File: config.mk
export PLATFORM = sky130hd
export DESIGN_NAME = rf_queue_top
export DESIGN_NICKNAME = d
export VERILOG_FILES = /design/src/source/rf_pkg.sv /design/src/source/pg_ctrl.sv /design/src/source/queue_rd_stage.sv /design/src/source/queue_wr_stage.sv /design/src/source/rf_pg_4x139.sv /design/src/source/rf_queue_top.sv
export SDC_FILE = /design/constraint.sdc
export NUM_CORES = 1
export LEC_CHECK = 0
export BUFFER_PORTS_ARGS = -buffer_cell sky130_fd_sc_hd__buf_2
export CORE_UTILIZATION = 55
export DETAILED_ROUTE_END_ITERATION = 16
export PLACE_DENSITY_LB_ADDON = 0.15
export REMOVE_ABC_BUFFERS = 1
export SLEW_MARGIN = 20
export SYNTH_ARGS = -nofsm -noshare
export SYNTH_HDL_FRONTEND = slang
export SYNTH_SLANG_ARGS = --single-unit
File: constraint.sdc
create_clock -name clk -period 3.53 [get_ports clk]
set_clock_uncertainty 0.2 [all_clocks]
set_input_delay 0.353 -clock clk [delete_from_list [all_inputs] [get_ports clk]]
set_output_delay 0.353 -clock clk [all_outputs]
set_load 0.03 [all_outputs]
File: src/source/rf_pkg.sv
// Shared sizes, vector types, request structs and power states of the queue, imported in each module body
package rf_pkg;

    // ----------------------------------------
    // Sizes
    // ----------------------------------------

    // Number of entries in the register file macro
    localparam int RF_DEPTH = 4;

    // User data width of one queue word
    localparam int RF_WIDTH = 139;

    // Entry address width, log2 of the depth
    localparam int RF_ADDR_W = 2;

    // Queue pointers carry one extra wrap bit above the address
    localparam int RF_PTR_W = RF_ADDR_W + 1;

    // The macro stores one spare bit above the user data
    localparam int RF_STORE_W = RF_WIDTH + 1;

    // Entries in the output skid behind the register file
    localparam int SKID_DEPTH = 2;

    // ----------------------------------------
    // Vector types
    // ----------------------------------------

    typedef logic [RF_ADDR_W-1:0]  rf_addr_t;
    typedef logic [RF_PTR_W-1:0]   rf_ptr_t;
    typedef logic [RF_WIDTH-1:0]   rf_data_t;
    typedef logic [RF_STORE_W-1:0] rf_store_t;

    // Write port request of the register file, sampled on the write clock
    typedef struct packed {
        logic     we;
        rf_addr_t addr;
        rf_data_t data;
    } rf_wr_req_t;

    // Read port request, data returns in the following cycle
    typedef struct packed {
        logic     re;
        rf_addr_t addr;
    } rf_rd_req_t;

    // Power-gate sequence, isolation always wraps the time without power
    typedef enum logic [2:0] {
        PG_AWAKE,
        PG_ISOLATING,
        PG_ASLEEP,
        PG_POWER_UP,
        PG_DEISOLATING
    } pg_state_t;

endpackage

File: src/source/pg_ctrl.sv
// Power-gate sequencer of the register file, gates intake and orders isolation around power removal
`timescale 1ns/1ps

module pg_ctrl (
     input  logic  clk
    ,input  logic  rst_n

    ,input  logic  sleep_req
    ,input  logic  queue_idle

    // Power chain of the storage
    ,input  logic  pwr_enable_b_out
    ,output logic  pgcb_isol_en
    ,output logic  pwr_enable_b_in

    ,output logic  accept_en
);

    import rf_pkg::*;

    pg_state_t state_q;
    pg_state_t state_nxt;

    // Intake enable, registered so it is low through reset
    logic      accept_q;
    logic      go_sleep;

    // Sleep is only allowed with nothing stored and nothing in flight
    assign go_sleep = sleep_req && queue_idle;

    // ----------------------------------------
    // Sequencer
    // ----------------------------------------

    always_comb begin
        state_nxt = state_q;
        unique case (state_q)
            // Intake closes one cycle ahead, so no push can race the decision
            PG_AWAKE: begin
                if (go_sleep && !accept_q) begin
                    state_nxt = PG_ISOLATING;
                end
            end
            PG_ISOLATING: begin
                state_nxt = PG_ASLEEP;
            end
            PG_ASLEEP: begin
                if (!sleep_req) begin
                    state_nxt = PG_POWER_UP;
                end
            end
            // Wait for the end of the chain to report power again
            PG_POWER_UP: begin
                if (!pwr_enable_b_out) begin
                    state_nxt = PG_DEISOLATING;
                end
            end
            PG_DEISOLATING: begin
                state_nxt = PG_AWAKE;
            end
            default: begin
                state_nxt = PG_AWAKE;
            end
        endcase
    end

    always_ff @(posedge clk or negedge rst_n) begin
        if (!rst_n) begin
            state_q  <= PG_AWAKE;
            accept_q <= 1'b0;
        end else begin
            state_q  <= state_nxt;
            // A pending sleep with an idle queue closes intake first
            accept_q <= (state_nxt == PG_AWAKE) && !go_sleep;
        end
    end

    // Isolation is held from before power removal until power is back
    assign pgcb_isol_en    = (state_q == PG_ISOLATING) || (state_q == PG_ASLEEP) ||
                             (state_q == PG_POWER_UP);
    assign pwr_enable_b_in = (state_q == PG_ASLEEP);
    assign accept_en       = accept_q;

    // The storage never reports lost power without isolation in place
    a_isol_covers_power : assert property (
        @(posedge clk) disable iff (!rst_n) !pgcb_isol_en |-> !pwr_enable_b_out
    ) else $error("power disabled while isolation is low");

endmodule

File: src/source/queue_rd_stage.sv
// Read stage of the queue, fetches register file entries into a two-entry output skid
`timescale 1ns/1ps

module queue_rd_stage (
     input  logic                clk
    ,input  logic                rst_n

    ,input  rf_pkg::rf_ptr_t     wr_ptr
    ,output rf_pkg::rf_ptr_t     rd_ptr

    // Register file read port, data returns one cycle after the request
    ,output rf_pkg::rf_rd_req_t  rd_req
    ,input  rf_pkg::rf_data_t    rdata

    // Output stream
    ,output logic                out_valid
    ,output rf_pkg::rf_data_t    out_data
    ,input  logic                out_ready

    ,output logic                queue_idle
);

    import rf_pkg::*;

    rf_ptr_t    rd_ptr_q;
    logic       rd_pending_q;

    // Skid storage has no reset, only its indices and count do
    rf_data_t   skid_q [SKID_DEPTH];
    logic       skid_wr_idx_q;
    logic       skid_rd_idx_q;
    logic [1:0] skid_cnt_q;

    logic [1:0] inflight;
    logic       empty;
    logic       room;
    logic       rd_en;
    logic       pop;

    // ----------------------------------------
    // Read issue
    // ----------------------------------------

    assign empty = (wr_ptr == rd_ptr_q);
    assign pop   = out_valid && out_ready;

    // Words held in the skid plus the one still coming from the array
    assign inflight = skid_cnt_q + {1'b0, rd_pending_q};

    // A pop this cycle frees a slot in time for the next returning word
    assign room  = (inflight < 2'(SKID_DEPTH)) || pop;
    assign rd_en = !empty && room;

    assign rd_req = '{re: rd_en, addr: rd_ptr_q[RF_ADDR_W-1:0]};
    assign rd_ptr = rd_ptr_q;

    always_ff @(posedge clk or negedge rst_n) begin
        if (!rst_n) begin
            rd_ptr_q      <= '0;
            rd_pending_q  <= 1'b0;
            skid_wr_idx_q <= 1'b0;
            skid_rd_idx_q <= 1'b0;
            skid_cnt_q    <= '0;
        end else begin
            rd_pending_q <= rd_en;
            if (rd_en) begin
                rd_ptr_q <= rd_ptr_q + rf_ptr_t'(1);
            end
            if (rd_pending_q) begin
                skid_wr_idx_q <= !skid_wr_idx_q;
            end
            if (pop) begin
                skid_rd_idx_q <= !skid_rd_idx_q;
            end
            // Count moves only when a landing and a pop do not cancel out
            if (rd_pending_q && !pop) begin
                skid_cnt_q <= skid_cnt_q + 2'd1;
            end else if (!rd_pending_q && pop) begin
                skid_cnt_q <= skid_cnt_q - 2'd1;
            end
        end
    end

    // ----------------------------------------
    // Output skid
    // ----------------------------------------

    // The returned word lands in the slot under the write index
    always_ff @(posedge clk) begin
        if (rd_pending_q) begin
            skid_q[skid_wr_idx_q] <= rdata;
        end
    end

    assign out_valid = (skid_cnt_q != '0);
    assign out_data  = skid_q[skid_rd_idx_q];

    // Idle also needs the array read in flight to have landed
    assign queue_idle = empty && !rd_pending_q && (skid_cnt_q == '0);

    // A word returning from the array always finds a free skid slot
    a_skid_no_overflow : assert property (
        @(posedge clk) disable iff (!rst_n)
        rd_pending_q |-> (skid_cnt_q < 2'(SKID_DEPTH)) || pop
    ) else $error("output skid overflow");

    // A stalled output word holds until it is taken
    a_out_stable : assert property (
        @(posedge clk) disable iff (!rst_n)
        out_valid && !out_ready |=> out_valid && $stable(out_data)
    ) else $error("output word changed under back-pressure");

endmodule

File: src/source/queue_wr_stage.sv
// Push stage of the queue, turns handshaked input words into register file write requests
`timescale 1ns/1ps

module queue_wr_stage (
     input  logic                clk
    ,input  logic                rst_n

    // Input stream
    ,input  logic                in_valid
    ,input  rf_pkg::rf_data_t    in_data
    ,output logic                in_ready

    ,input  logic                accept_en
    ,input  rf_pkg::rf_ptr_t     rd_ptr
    ,output rf_pkg::rf_ptr_t     wr_ptr

    ,output rf_pkg::rf_wr_req_t  wr_req
);

    import rf_pkg::*;

    rf_ptr_t wr_ptr_q;
    logic    full;
    logic    push;

    // Full when the addresses match but the wrap bits differ
    assign full = (wr_ptr_q[RF_ADDR_W] != rd_ptr[RF_ADDR_W]) &&
                  (wr_ptr_q[RF_ADDR_W-1:0] == rd_ptr[RF_ADDR_W-1:0]);

    // Intake also closes while the power controller prepares for sleep
    assign in_ready = accept_en && !full;
    assign push     = in_valid && in_ready;

    always_ff @(posedge clk or negedge rst_n) begin
        if (!rst_n) begin
            wr_ptr_q <= '0;
        end else if (push) begin
            wr_ptr_q <= wr_ptr_q + rf_ptr_t'(1);
        end
    end

    assign wr_ptr = wr_ptr_q;

    // The word goes straight into the entry under the write pointer
    assign wr_req = '{we: push, addr: wr_ptr_q[RF_ADDR_W-1:0], data: in_data};

    // Occupancy seen from both stages never exceeds the register file depth
    a_no_overfill : assert property (
        @(posedge clk) disable iff (!rst_n)
        rf_ptr_t'(wr_ptr_q - rd_ptr) <= rf_ptr_t'(RF_DEPTH)
    ) else $error("register file written while full");

endmodule

File: src/source/rf_pg_4x139.sv
// Model of the power-gated 4x139 two-port register file macro, used as the storage of the queue
`timescale 1ns/1ps

module rf_pg_4x139 (
     input  logic                wclk
    ,input  logic                wclk_rst_n
    ,input  rf_pkg::rf_wr_req_t  wr_req

    ,input  logic                rclk
    ,input  logic                rclk_rst_n
    ,input  rf_pkg::rf_rd_req_t  rd_req

    ,output rf_pkg::rf_data_t    rdata

    // Power management of the macro
    ,input  logic                pgcb_isol_en
    ,input  logic                pwr_enable_b_in
    ,output logic                pwr_enable_b_out

    ,input  logic                ip_reset_b

    ,input  logic                fscan_byprst_b
    ,input  logic                fscan_rstbypen
);

    import rf_pkg::*;

    // Array and registered read data, both include the spare bit
    rf_store_t  mem_q [RF_DEPTH];
    rf_store_t  rdata_q;

    // Macro reset after the two-flop synchronizer and the scan mux
    logic [1:0] rst_sync_q;
    logic       ip_reset_b_sync;

    // Last stage of the power-enable daisy chain
    logic       pwr_chain_q;
    logic       pwr_off;

    // ----------------------------------------
    // Macro reset synchronizer
    // ----------------------------------------

    // Asserts asynchronously and releases two read clocks later
    always_ff @(posedge rclk or negedge ip_reset_b) begin
        if (!ip_reset_b) begin
            rst_sync_q <= '0;
        end else begin
            rst_sync_q <= {rst_sync_q[0], 1'b1};
        end
    end

    // In scan mode the reset comes straight from the scan pin
    assign ip_reset_b_sync = fscan_rstbypen ? fscan_byprst_b : rst_sync_q[1];

    // ----------------------------------------
    // Power-enable chain
    // ----------------------------------------

    // The chain output follows its input one cycle later, starting powered
    always_ff @(posedge rclk or negedge rclk_rst_n) begin
        if (!rclk_rst_n) begin
            pwr_chain_q <= 1'b0;
        end else begin
            pwr_chain_q <= pwr_enable_b_in;
        end
    end

    assign pwr_enable_b_out = pwr_chain_q;

    // The array counts as unpowered until both ends of the chain report power
    assign pwr_off = pwr_enable_b_in | pwr_chain_q;

    // ----------------------------------------
    // Array access
    // ----------------------------------------

    // Spare bit is written as zero, writes are dropped when isolated or unpowered
    always_ff @(posedge wclk) begin
        if (wclk_rst_n && wr_req.we && !pgcb_isol_en && !pwr_off) begin
            mem_q[wr_req.addr] <= {1'b0, wr_req.data};
        end
    end

    // Read data register, cleared by the synchronized macro reset
    always_ff @(posedge rclk or negedge ip_reset_b_sync) begin
        if (!ip_reset_b_sync) begin
            rdata_q <= '0;
        end else if (rclk_rst_n && rd_req.re && !pwr_off) begin
            rdata_q <= mem_q[rd_req.addr];
        end
    end

    // Isolation clamps the output to zero and the spare bit is dropped here
    assign rdata = (pgcb_isol_en || pwr_off) ? '0 : rdata_q[RF_WIDTH-1:0];

    // The power controller only sleeps an empty queue, so no access may meet a power-down
    a_no_write_unpowered : assert property (
        @(posedge wclk) disable iff (!wclk_rst_n) wr_req.we |-> !pwr_off
    ) else $error("register file written while power is disabled");

    a_no_read_unpowered : assert property (
        @(posedge rclk) disable iff (!rclk_rst_n) rd_req.re |-> !pwr_off
    ) else $error("register file read while power is disabled");

endmodule

File: src/source/rf_queue_top.sv
// Top level of the power-gated register file queue, wires the stages, the storage and the power controller
`timescale 1ns/1ps

module rf_queue_top (
     input  logic              clk
    ,input  logic              rst_n

    // Input stream
    ,input  logic              in_valid
    ,input  rf_pkg::rf_data_t  in_data
    ,output logic              in_ready

    // Output stream
    ,output logic              out_valid
    ,output rf_pkg::rf_data_t  out_data
    ,input  logic              out_ready

    ,input  logic              sleep_req

    // Scan reset bypass of the macro
    ,input  logic              fscan_byprst_b
    ,input  logic              fscan_rstbypen
);

    import rf_pkg::*;

    // Pointer exchange, each stage owns one pointer
    rf_ptr_t    wr_ptr;
    rf_ptr_t    rd_ptr;

    // Register file ports
    rf_wr_req_t wr_req;
    rf_rd_req_t rd_req;
    rf_data_t   rdata;

    // Power management
    logic       accept_en;
    logic       queue_idle;
    logic       pgcb_isol_en;
    logic       pwr_enable_b_in;
    logic       pwr_enable_b_out;

    queue_wr_stage i_wr_stage (
         .clk                (clk)
        ,.rst_n              (rst_n)
        ,.in_valid           (in_valid)
        ,.in_data            (in_data)
        ,.in_ready           (in_ready)
        ,.accept_en          (accept_en)
        ,.rd_ptr             (rd_ptr)
        ,.wr_ptr             (wr_ptr)
        ,.wr_req             (wr_req)
    );

    // Both clock domains of the macro run from the single queue clock
    rf_pg_4x139 i_rf (
         .wclk               (clk)
        ,.wclk_rst_n         (rst_n)
        ,.wr_req             (wr_req)
        ,.rclk               (clk)
        ,.rclk_rst_n         (rst_n)
        ,.rd_req             (rd_req)
        ,.rdata              (rdata)
        ,.pgcb_isol_en       (pgcb_isol_en)
        ,.pwr_enable_b_in    (pwr_enable_b_in)
        ,.pwr_enable_b_out   (pwr_enable_b_out)
        ,.ip_reset_b         (rst_n)
        ,.fscan_byprst_b     (fscan_byprst_b)
        ,.fscan_rstbypen     (fscan_rstbypen)
    );

    queue_rd_stage i_rd_stage (
         .clk                (clk)
        ,.rst_n              (rst_n)
        ,.wr_ptr             (wr_ptr)
        ,.rd_ptr             (rd_ptr)
        ,.rd_req             (rd_req)
        ,.rdata              (rdata)
        ,.out_valid          (out_valid)
        ,.out_data           (out_data)
        ,.out_ready          (out_ready)
        ,.queue_idle         (queue_idle)
    );

    pg_ctrl i_pg_ctrl (
         .clk                (clk)
        ,.rst_n              (rst_n)
        ,.sleep_req          (sleep_req)
        ,.queue_idle         (queue_idle)
        ,.pwr_enable_b_out   (pwr_enable_b_out)
        ,.pgcb_isol_en       (pgcb_isol_en)
        ,.pwr_enable_b_in    (pwr_enable_b_in)
        ,.accept_en          (accept_en)
    );

endmodule

After elaboration in Yosys (flattened, before gate mapping). Memory sizes are Yosys's and may differ from the RTL's. A register that Yosys moved wholly into a read port is not among the register bits. Index checks and enable logic that the tools add are counted.

Output and inout port bits: 141. Logic and storage cells: 74. Memories: 2. Bits in writable memories: 834. Register bits: 18. Input bits: 146.

Memories: i_rf.mem_q (words 4, width 139, rd ports 1, clocked after memory_dff 1, wr ports 1, RTL line rf_pg_4x139.sv:29) `rf_store_t mem_q [RF_DEPTH];`; i_rd_stage.skid_q (words 2, width 139, rd ports 1, clocked after memory_dff 0, wr ports 1, RTL line queue_rd_stage.sv:29) `rf_data_t skid_q [SKID_DEPTH];`.

Order comparisons: 1. $add $sub $neg: 5. Multiplexer cells: 12. Eq/ne operators: 6. Bitwise operators: 1. Reduce and logical (&&, ||, !) cells: 37.

Operators by type and width (count): $mux 139 (1); $logic_and 1x1->1 (17); $pmux 3 s4 (1); $logic_not 1->1 (11); $mux 3 (3); $add 3x1->3 const B (2); $eq 3x2->1 const B (2); $logic_not 3->1 (2); $mux 1 (5); $logic_or 1x1->1 (4); $mux 2 (2); $reduce_bool 2->1 (2); $eq 3x1->1 const B (1); $eq 3x3->1 (1); $add 2x1->2 (1); $add 2x1->2 const B (1); $eq 2x2->1 (1); $logic_not 2->1 (1); $lt 2x2->1 const B (1); $sub 2x1->2 const B (1); $ne 1x1->1 (1); $or 1x1->1 (1).

Depth between registers and ports, before layout.
Depth after elaboration: 10. Mapped depth: 7.

Modules after synthesis. From an unflattened synthesis, not the netlist that was laid out.

Cell total of the unflattened synthesis: 1835. Area, all modules: 38206.6 µm².

By module, submodules not included: rf_pg_4x139 (area an instance 26256.4 µm², sequential area each 20249.4 µm², times used 1, cells each 1188); queue_rd_stage (area an instance 10481.3 µm², sequential area each 8548.2 µm², times used 1, cells each 469); queue_wr_stage (area an instance 1281.2 µm², sequential area each 75.1 µm², times used 1, cells each 162); pg_ctrl (area an instance 187.7 µm², sequential area each 100.1 µm², times used 1, cells each 16).

Worst setup path before layout. No wires, ideal clock.

Path kind: reg2reg. Start: reg i_rd_stage.skid_wr_idx_q. End: mem i_rd_stage.skid_q[0][0] in the netlist's numbering, enable pin. Period minus slack after synthesis: 7397 ps. Path buffers: 0. Path slack: -3867 ps. Data arrival time: 6541 ps. Cell stages (with the launch flop): 2. Path through: dfrtp_1 -> nor2b_1.

RTL lines: start, declared (RTL line queue_rd_stage.sv:30) `logic skid_wr_idx_q;`; start signal, assigned (RTL line queue_rd_stage.sv:70) `skid_wr_idx_q <= !skid_wr_idx_q;`; end, declared (RTL line queue_rd_stage.sv:29).

No word-level cell before the write port.

Final worst setup path.
Start: reg i_rd_stage.skid_rd_idx_q. End: out out_data[79].

Cells in the longest elaborated chain, start to end: 1.

Ends and longest elaborated chain: start, declared (RTL line queue_rd_stage.sv:31) `logic skid_rd_idx_q;`; start signal, assigned (RTL line queue_rd_stage.sv:73) `skid_rd_idx_q <= !skid_rd_idx_q;`; $mem_v2 2x139; end, declared (RTL line rf_queue_top.sv:15) `,output rf_pkg::rf_data_t out_data`.

No other way between the ends.

==> flow_summary.ini <==
[setup_path]
worstPathArrival_ns = 2.42
reg2reg_to = i_rf.mem_q[0][136]
slowest_stage = dfrtp_4
r2r-start = i_pg_ctrl.state_q[0]
r2r_slack_ns = 0.62
startpoint_type = flop
timing.critical_path.cells = buf_4, mux2_2, buf_2
cp-end-kind = output pin
critical_path_class = reg -> out
reg2reg_depth = 5
slowest_delay_ns = 0.76
worstPathMaxFanout = 31
crit_start = i_rd_stage.skid_rd_idx_q
cp.required_ns = 2.98

[clocking]
cts.clk_slew.worst_paths_ns = 0.06
tritoncts = done
cts_made_buffers = 99
worstSkewPairLatency_ns = 0.64
h-tree-depth = 3
cts-root-buf = clkbuf_16
clock_sinks = 991
cts_resized = 0
cts_max_path_buffers = 3

[die]
core_sq_um = 66200
start_util_pct = 56.0
dieArea_sq_um = 68400
die_w_um = 262
die_h_um = 262
num_io_pins = 287
placementRows = 94

[synth]
yosys.area.top_type = edfxtp_1
synth-edff-count = 834
synth_warnings = 0
ys.flop_type = edfxtp_1
ys_ff_latch = 991
synth_area_leaders = edfxtp_1, dfrtp_1, mux4_2
synthesis.area_sq_um = 37100
synth_top_area_share_pct = 67.6
postSynth.asyncResetShare_pct = 15.8
syn_avg_cell_area_sq_um = 21.9
synth_cells = 1689
synthTopCellsByCount = edfxtp_1, mux2_2, dfrtp_1
ys_types = 34
ys_seq_area_share_pct = 78.2
synth_most_common_cell = edfxtp_1

[timing]
fin_crit_sh_pct = 84.3
grt_setup_unrepaired = no
setup_slack_ns = 0.555
drv_slew = 0
tightest_slew_ns = 0.952
fmax_ghz = 0.336
period_minus_slack_ns = 2.98
finalHoldViolations = 0
slew_headroom_pct = 36.5
final-setup-viol-count = 0

[place]
portBuffers = 286
dpl_worst_slack_ns = 0.602
placed_cells = 2804
gp_congestion = 0.748
dp_hpwl_um = 45700

[global_routing]
grt_max_degree = 142
antenna_found_initial = 11
first_global_vias = 18594
grt_pass1_wl_um = 113000
grt.total_usage_pct = 22.3
grt-ovfl-total = 0

[layout]
seqCellArea_sq_um = 29000
multi_input_area_sq_um = 7660
drive_gt1_share_pct = 35.4
final_net_count = 2340
final_cells = 3145
fill_cells = 4336
area_growth_pct = 20.4

[detailed_routing]
dr.first_iter.drc_count = 1323
ant_nets = 0
dr.pass1.iters = 5
routed-via-count = 17516
route.detailed.drc = 0
wl_um = 74600
wl_per_cell_um = 23.7
via_per_inst = 5.57

[power]
ir_drop_mv = 0.708
p_leak_nw = 16.0
power_density_nw_per_um2 = 897

[run]
drv_cap = 0

[run_status]
outcome = finished clean

[hold_path]
min_path_type = in -> async
-- layer usage --
layer / track usage (%) / up-vias / wire length (um)
met3: 4.50 / 124 / 4140
met2: 36.2 / 472 / 37400
li1: - / 7718 / -
met1: 31.1 / 9190 / 31200
met4: 6.09 / 12 / 1760
met5: 0 / - / 61
-- power by group --
| group | switching, mW | total [mW] | internal [mW] | leakage (nW) |
|---|---|---|---|---|
| Clock | 4.29 | 10.5 | 6.25 | 1.63 |
| Combinational | 7.28 | 12.3 | 5.03 | 4.82 |
| Sequential | 1.07 | 17.2 | 16.1 | 9.59 |
| Total | 12.6 | 40.1 | 27.4 | 16.0 |
-- worst max-delay path: cells and delay by family, from the launching register on --
family	cells	cell delay [ns]
buf+inv	2	0.60
mux	1	0.39
flops	1	0.76
-- layout make-up --
| type | count | area share [%] |
|---|---|---|
| tap | 864 | 2.42 |
| sequential | 991 | 64.9 |
| inverter | 3 | 0.0252 |
| antenna | 6 | 0.0336 |
| clock buffer | 130 | 6.11 |
| clock inverter | 58 | 1.32 |
| timing repair buffer | 476 | 8.02 |
| multi-input combinational | 617 | 17.2 |
-- flip-flops by register name, summed over array words and instances, names as in the netlist --
register	cells
i_pg_ctrl.accept_en	1
i_pg_ctrl.state_q	3
i_rd_stage.rd_pending_q	1
i_rd_stage.rd_ptr	3
i_rd_stage.skid_cnt_q	2
i_rd_stage.skid_q	278
i_rd_stage.skid_rd_idx_q	1
i_rd_stage.skid_wr_idx_q	1
i_rf.mem_q	556
i_rf.pwr_enable_b_out	1
i_rf.rdata_q	139
i_rf.rst_sync_q	2
i_wr_stage.wr_ptr	3
-- how the worst max path moves through the flow --
stage	end
after floorplan	i_rf.mem_q[0][0]
after global placement	i_rf.mem_q[2][11]
after detailed placement	i_rf.mem_q[2][11]
after CTS	out_data[79]
after global routing	out_data[79]
final	out_data[79]
-- through the flow --
| step | cell area (sq um) | utilization, % | hold WS (ns) | power [mW] | TNS (ns) |
|---|---|---|---|---|---|
| global route | 44600 | 67.4 | 0.156 | 41.8 | 0 |
| CTS | 44600 | 67.4 | 0.143 | 40.6 | 0 |
| finish | 44700 | 67.4 | 0.149 | 40.1 | 0 |
| floorplan | 36600 | - | -0.143 | 25.4 | -5090.47 |
| global placement | 39800 | 60.2 | 0.0486 | 29.5 | 0 |
| detailed placement | 39800 | 60.2 | 0.0580 | 29.8 | 0 |
-- logic make-up (layout without fill, tap and decap cells) --
| group | Yosys count | after routing | share of synthesized area, % |
|---|---|---|---|
| AO/OA/AOI/OAI | 3 | 3 | 0.0405 |
| XOR/XNOR | 12 | 12 | 0.324 |
| adder cells (fa/ha/maj) | 6 | 6 | 0.202 |
| buffers and inverters | 81 | 667 | 1.29 |
| flip-flops | 991 | 991 | 78.2 |
| multiplexers | 421 | 421 | 17.0 |
| other | 1 | 7 | 0.0101 |
| AND/OR/NAND/NOR | 174 | 174 | 2.97 |
-- layout by cell type, fill, tap and decap left out, types with 3 or more instances in the layout --
| cell type | instances |
|---|---|
| and2_1 | 139 |
| and4_4 | 4 |
| buf_12 | 27 |
| buf_2 | 286 |
| buf_4 | 16 |
| bufinv_16 | 11 |
| clkbuf_1 | 20 |
| clkbuf_16 | 101 |
| clkbuf_8 | 9 |
| clkinv_1 | 19 |
| clkinv_2 | 19 |
| dfrtp_1 | 154 |
| dfrtp_4 | 3 |
| diode_2 | 6 |
| dlygate4sd3_1 | 146 |
| edfxtp_1 | 834 |
| ha_1 | 6 |
| inv_1 | 3 |
| inv_6 | 5 |
| mux2_1 | 109 |
| mux2_2 | 171 |
| mux4_2 | 139 |
| nand2_1 | 3 |
| nor2_1 | 8 |
| nor3b_1 | 4 |
| xnor2_1 | 6 |
| xor2_1 | 4 |
-- repair_timing --
item,in CTS,in global routing
endpoints found under the hold margin,621,0
setup endpoints to repair,0,0
hold buffers,147,0
setup buffers,0,0
Power figures use the tool's default switching activity.
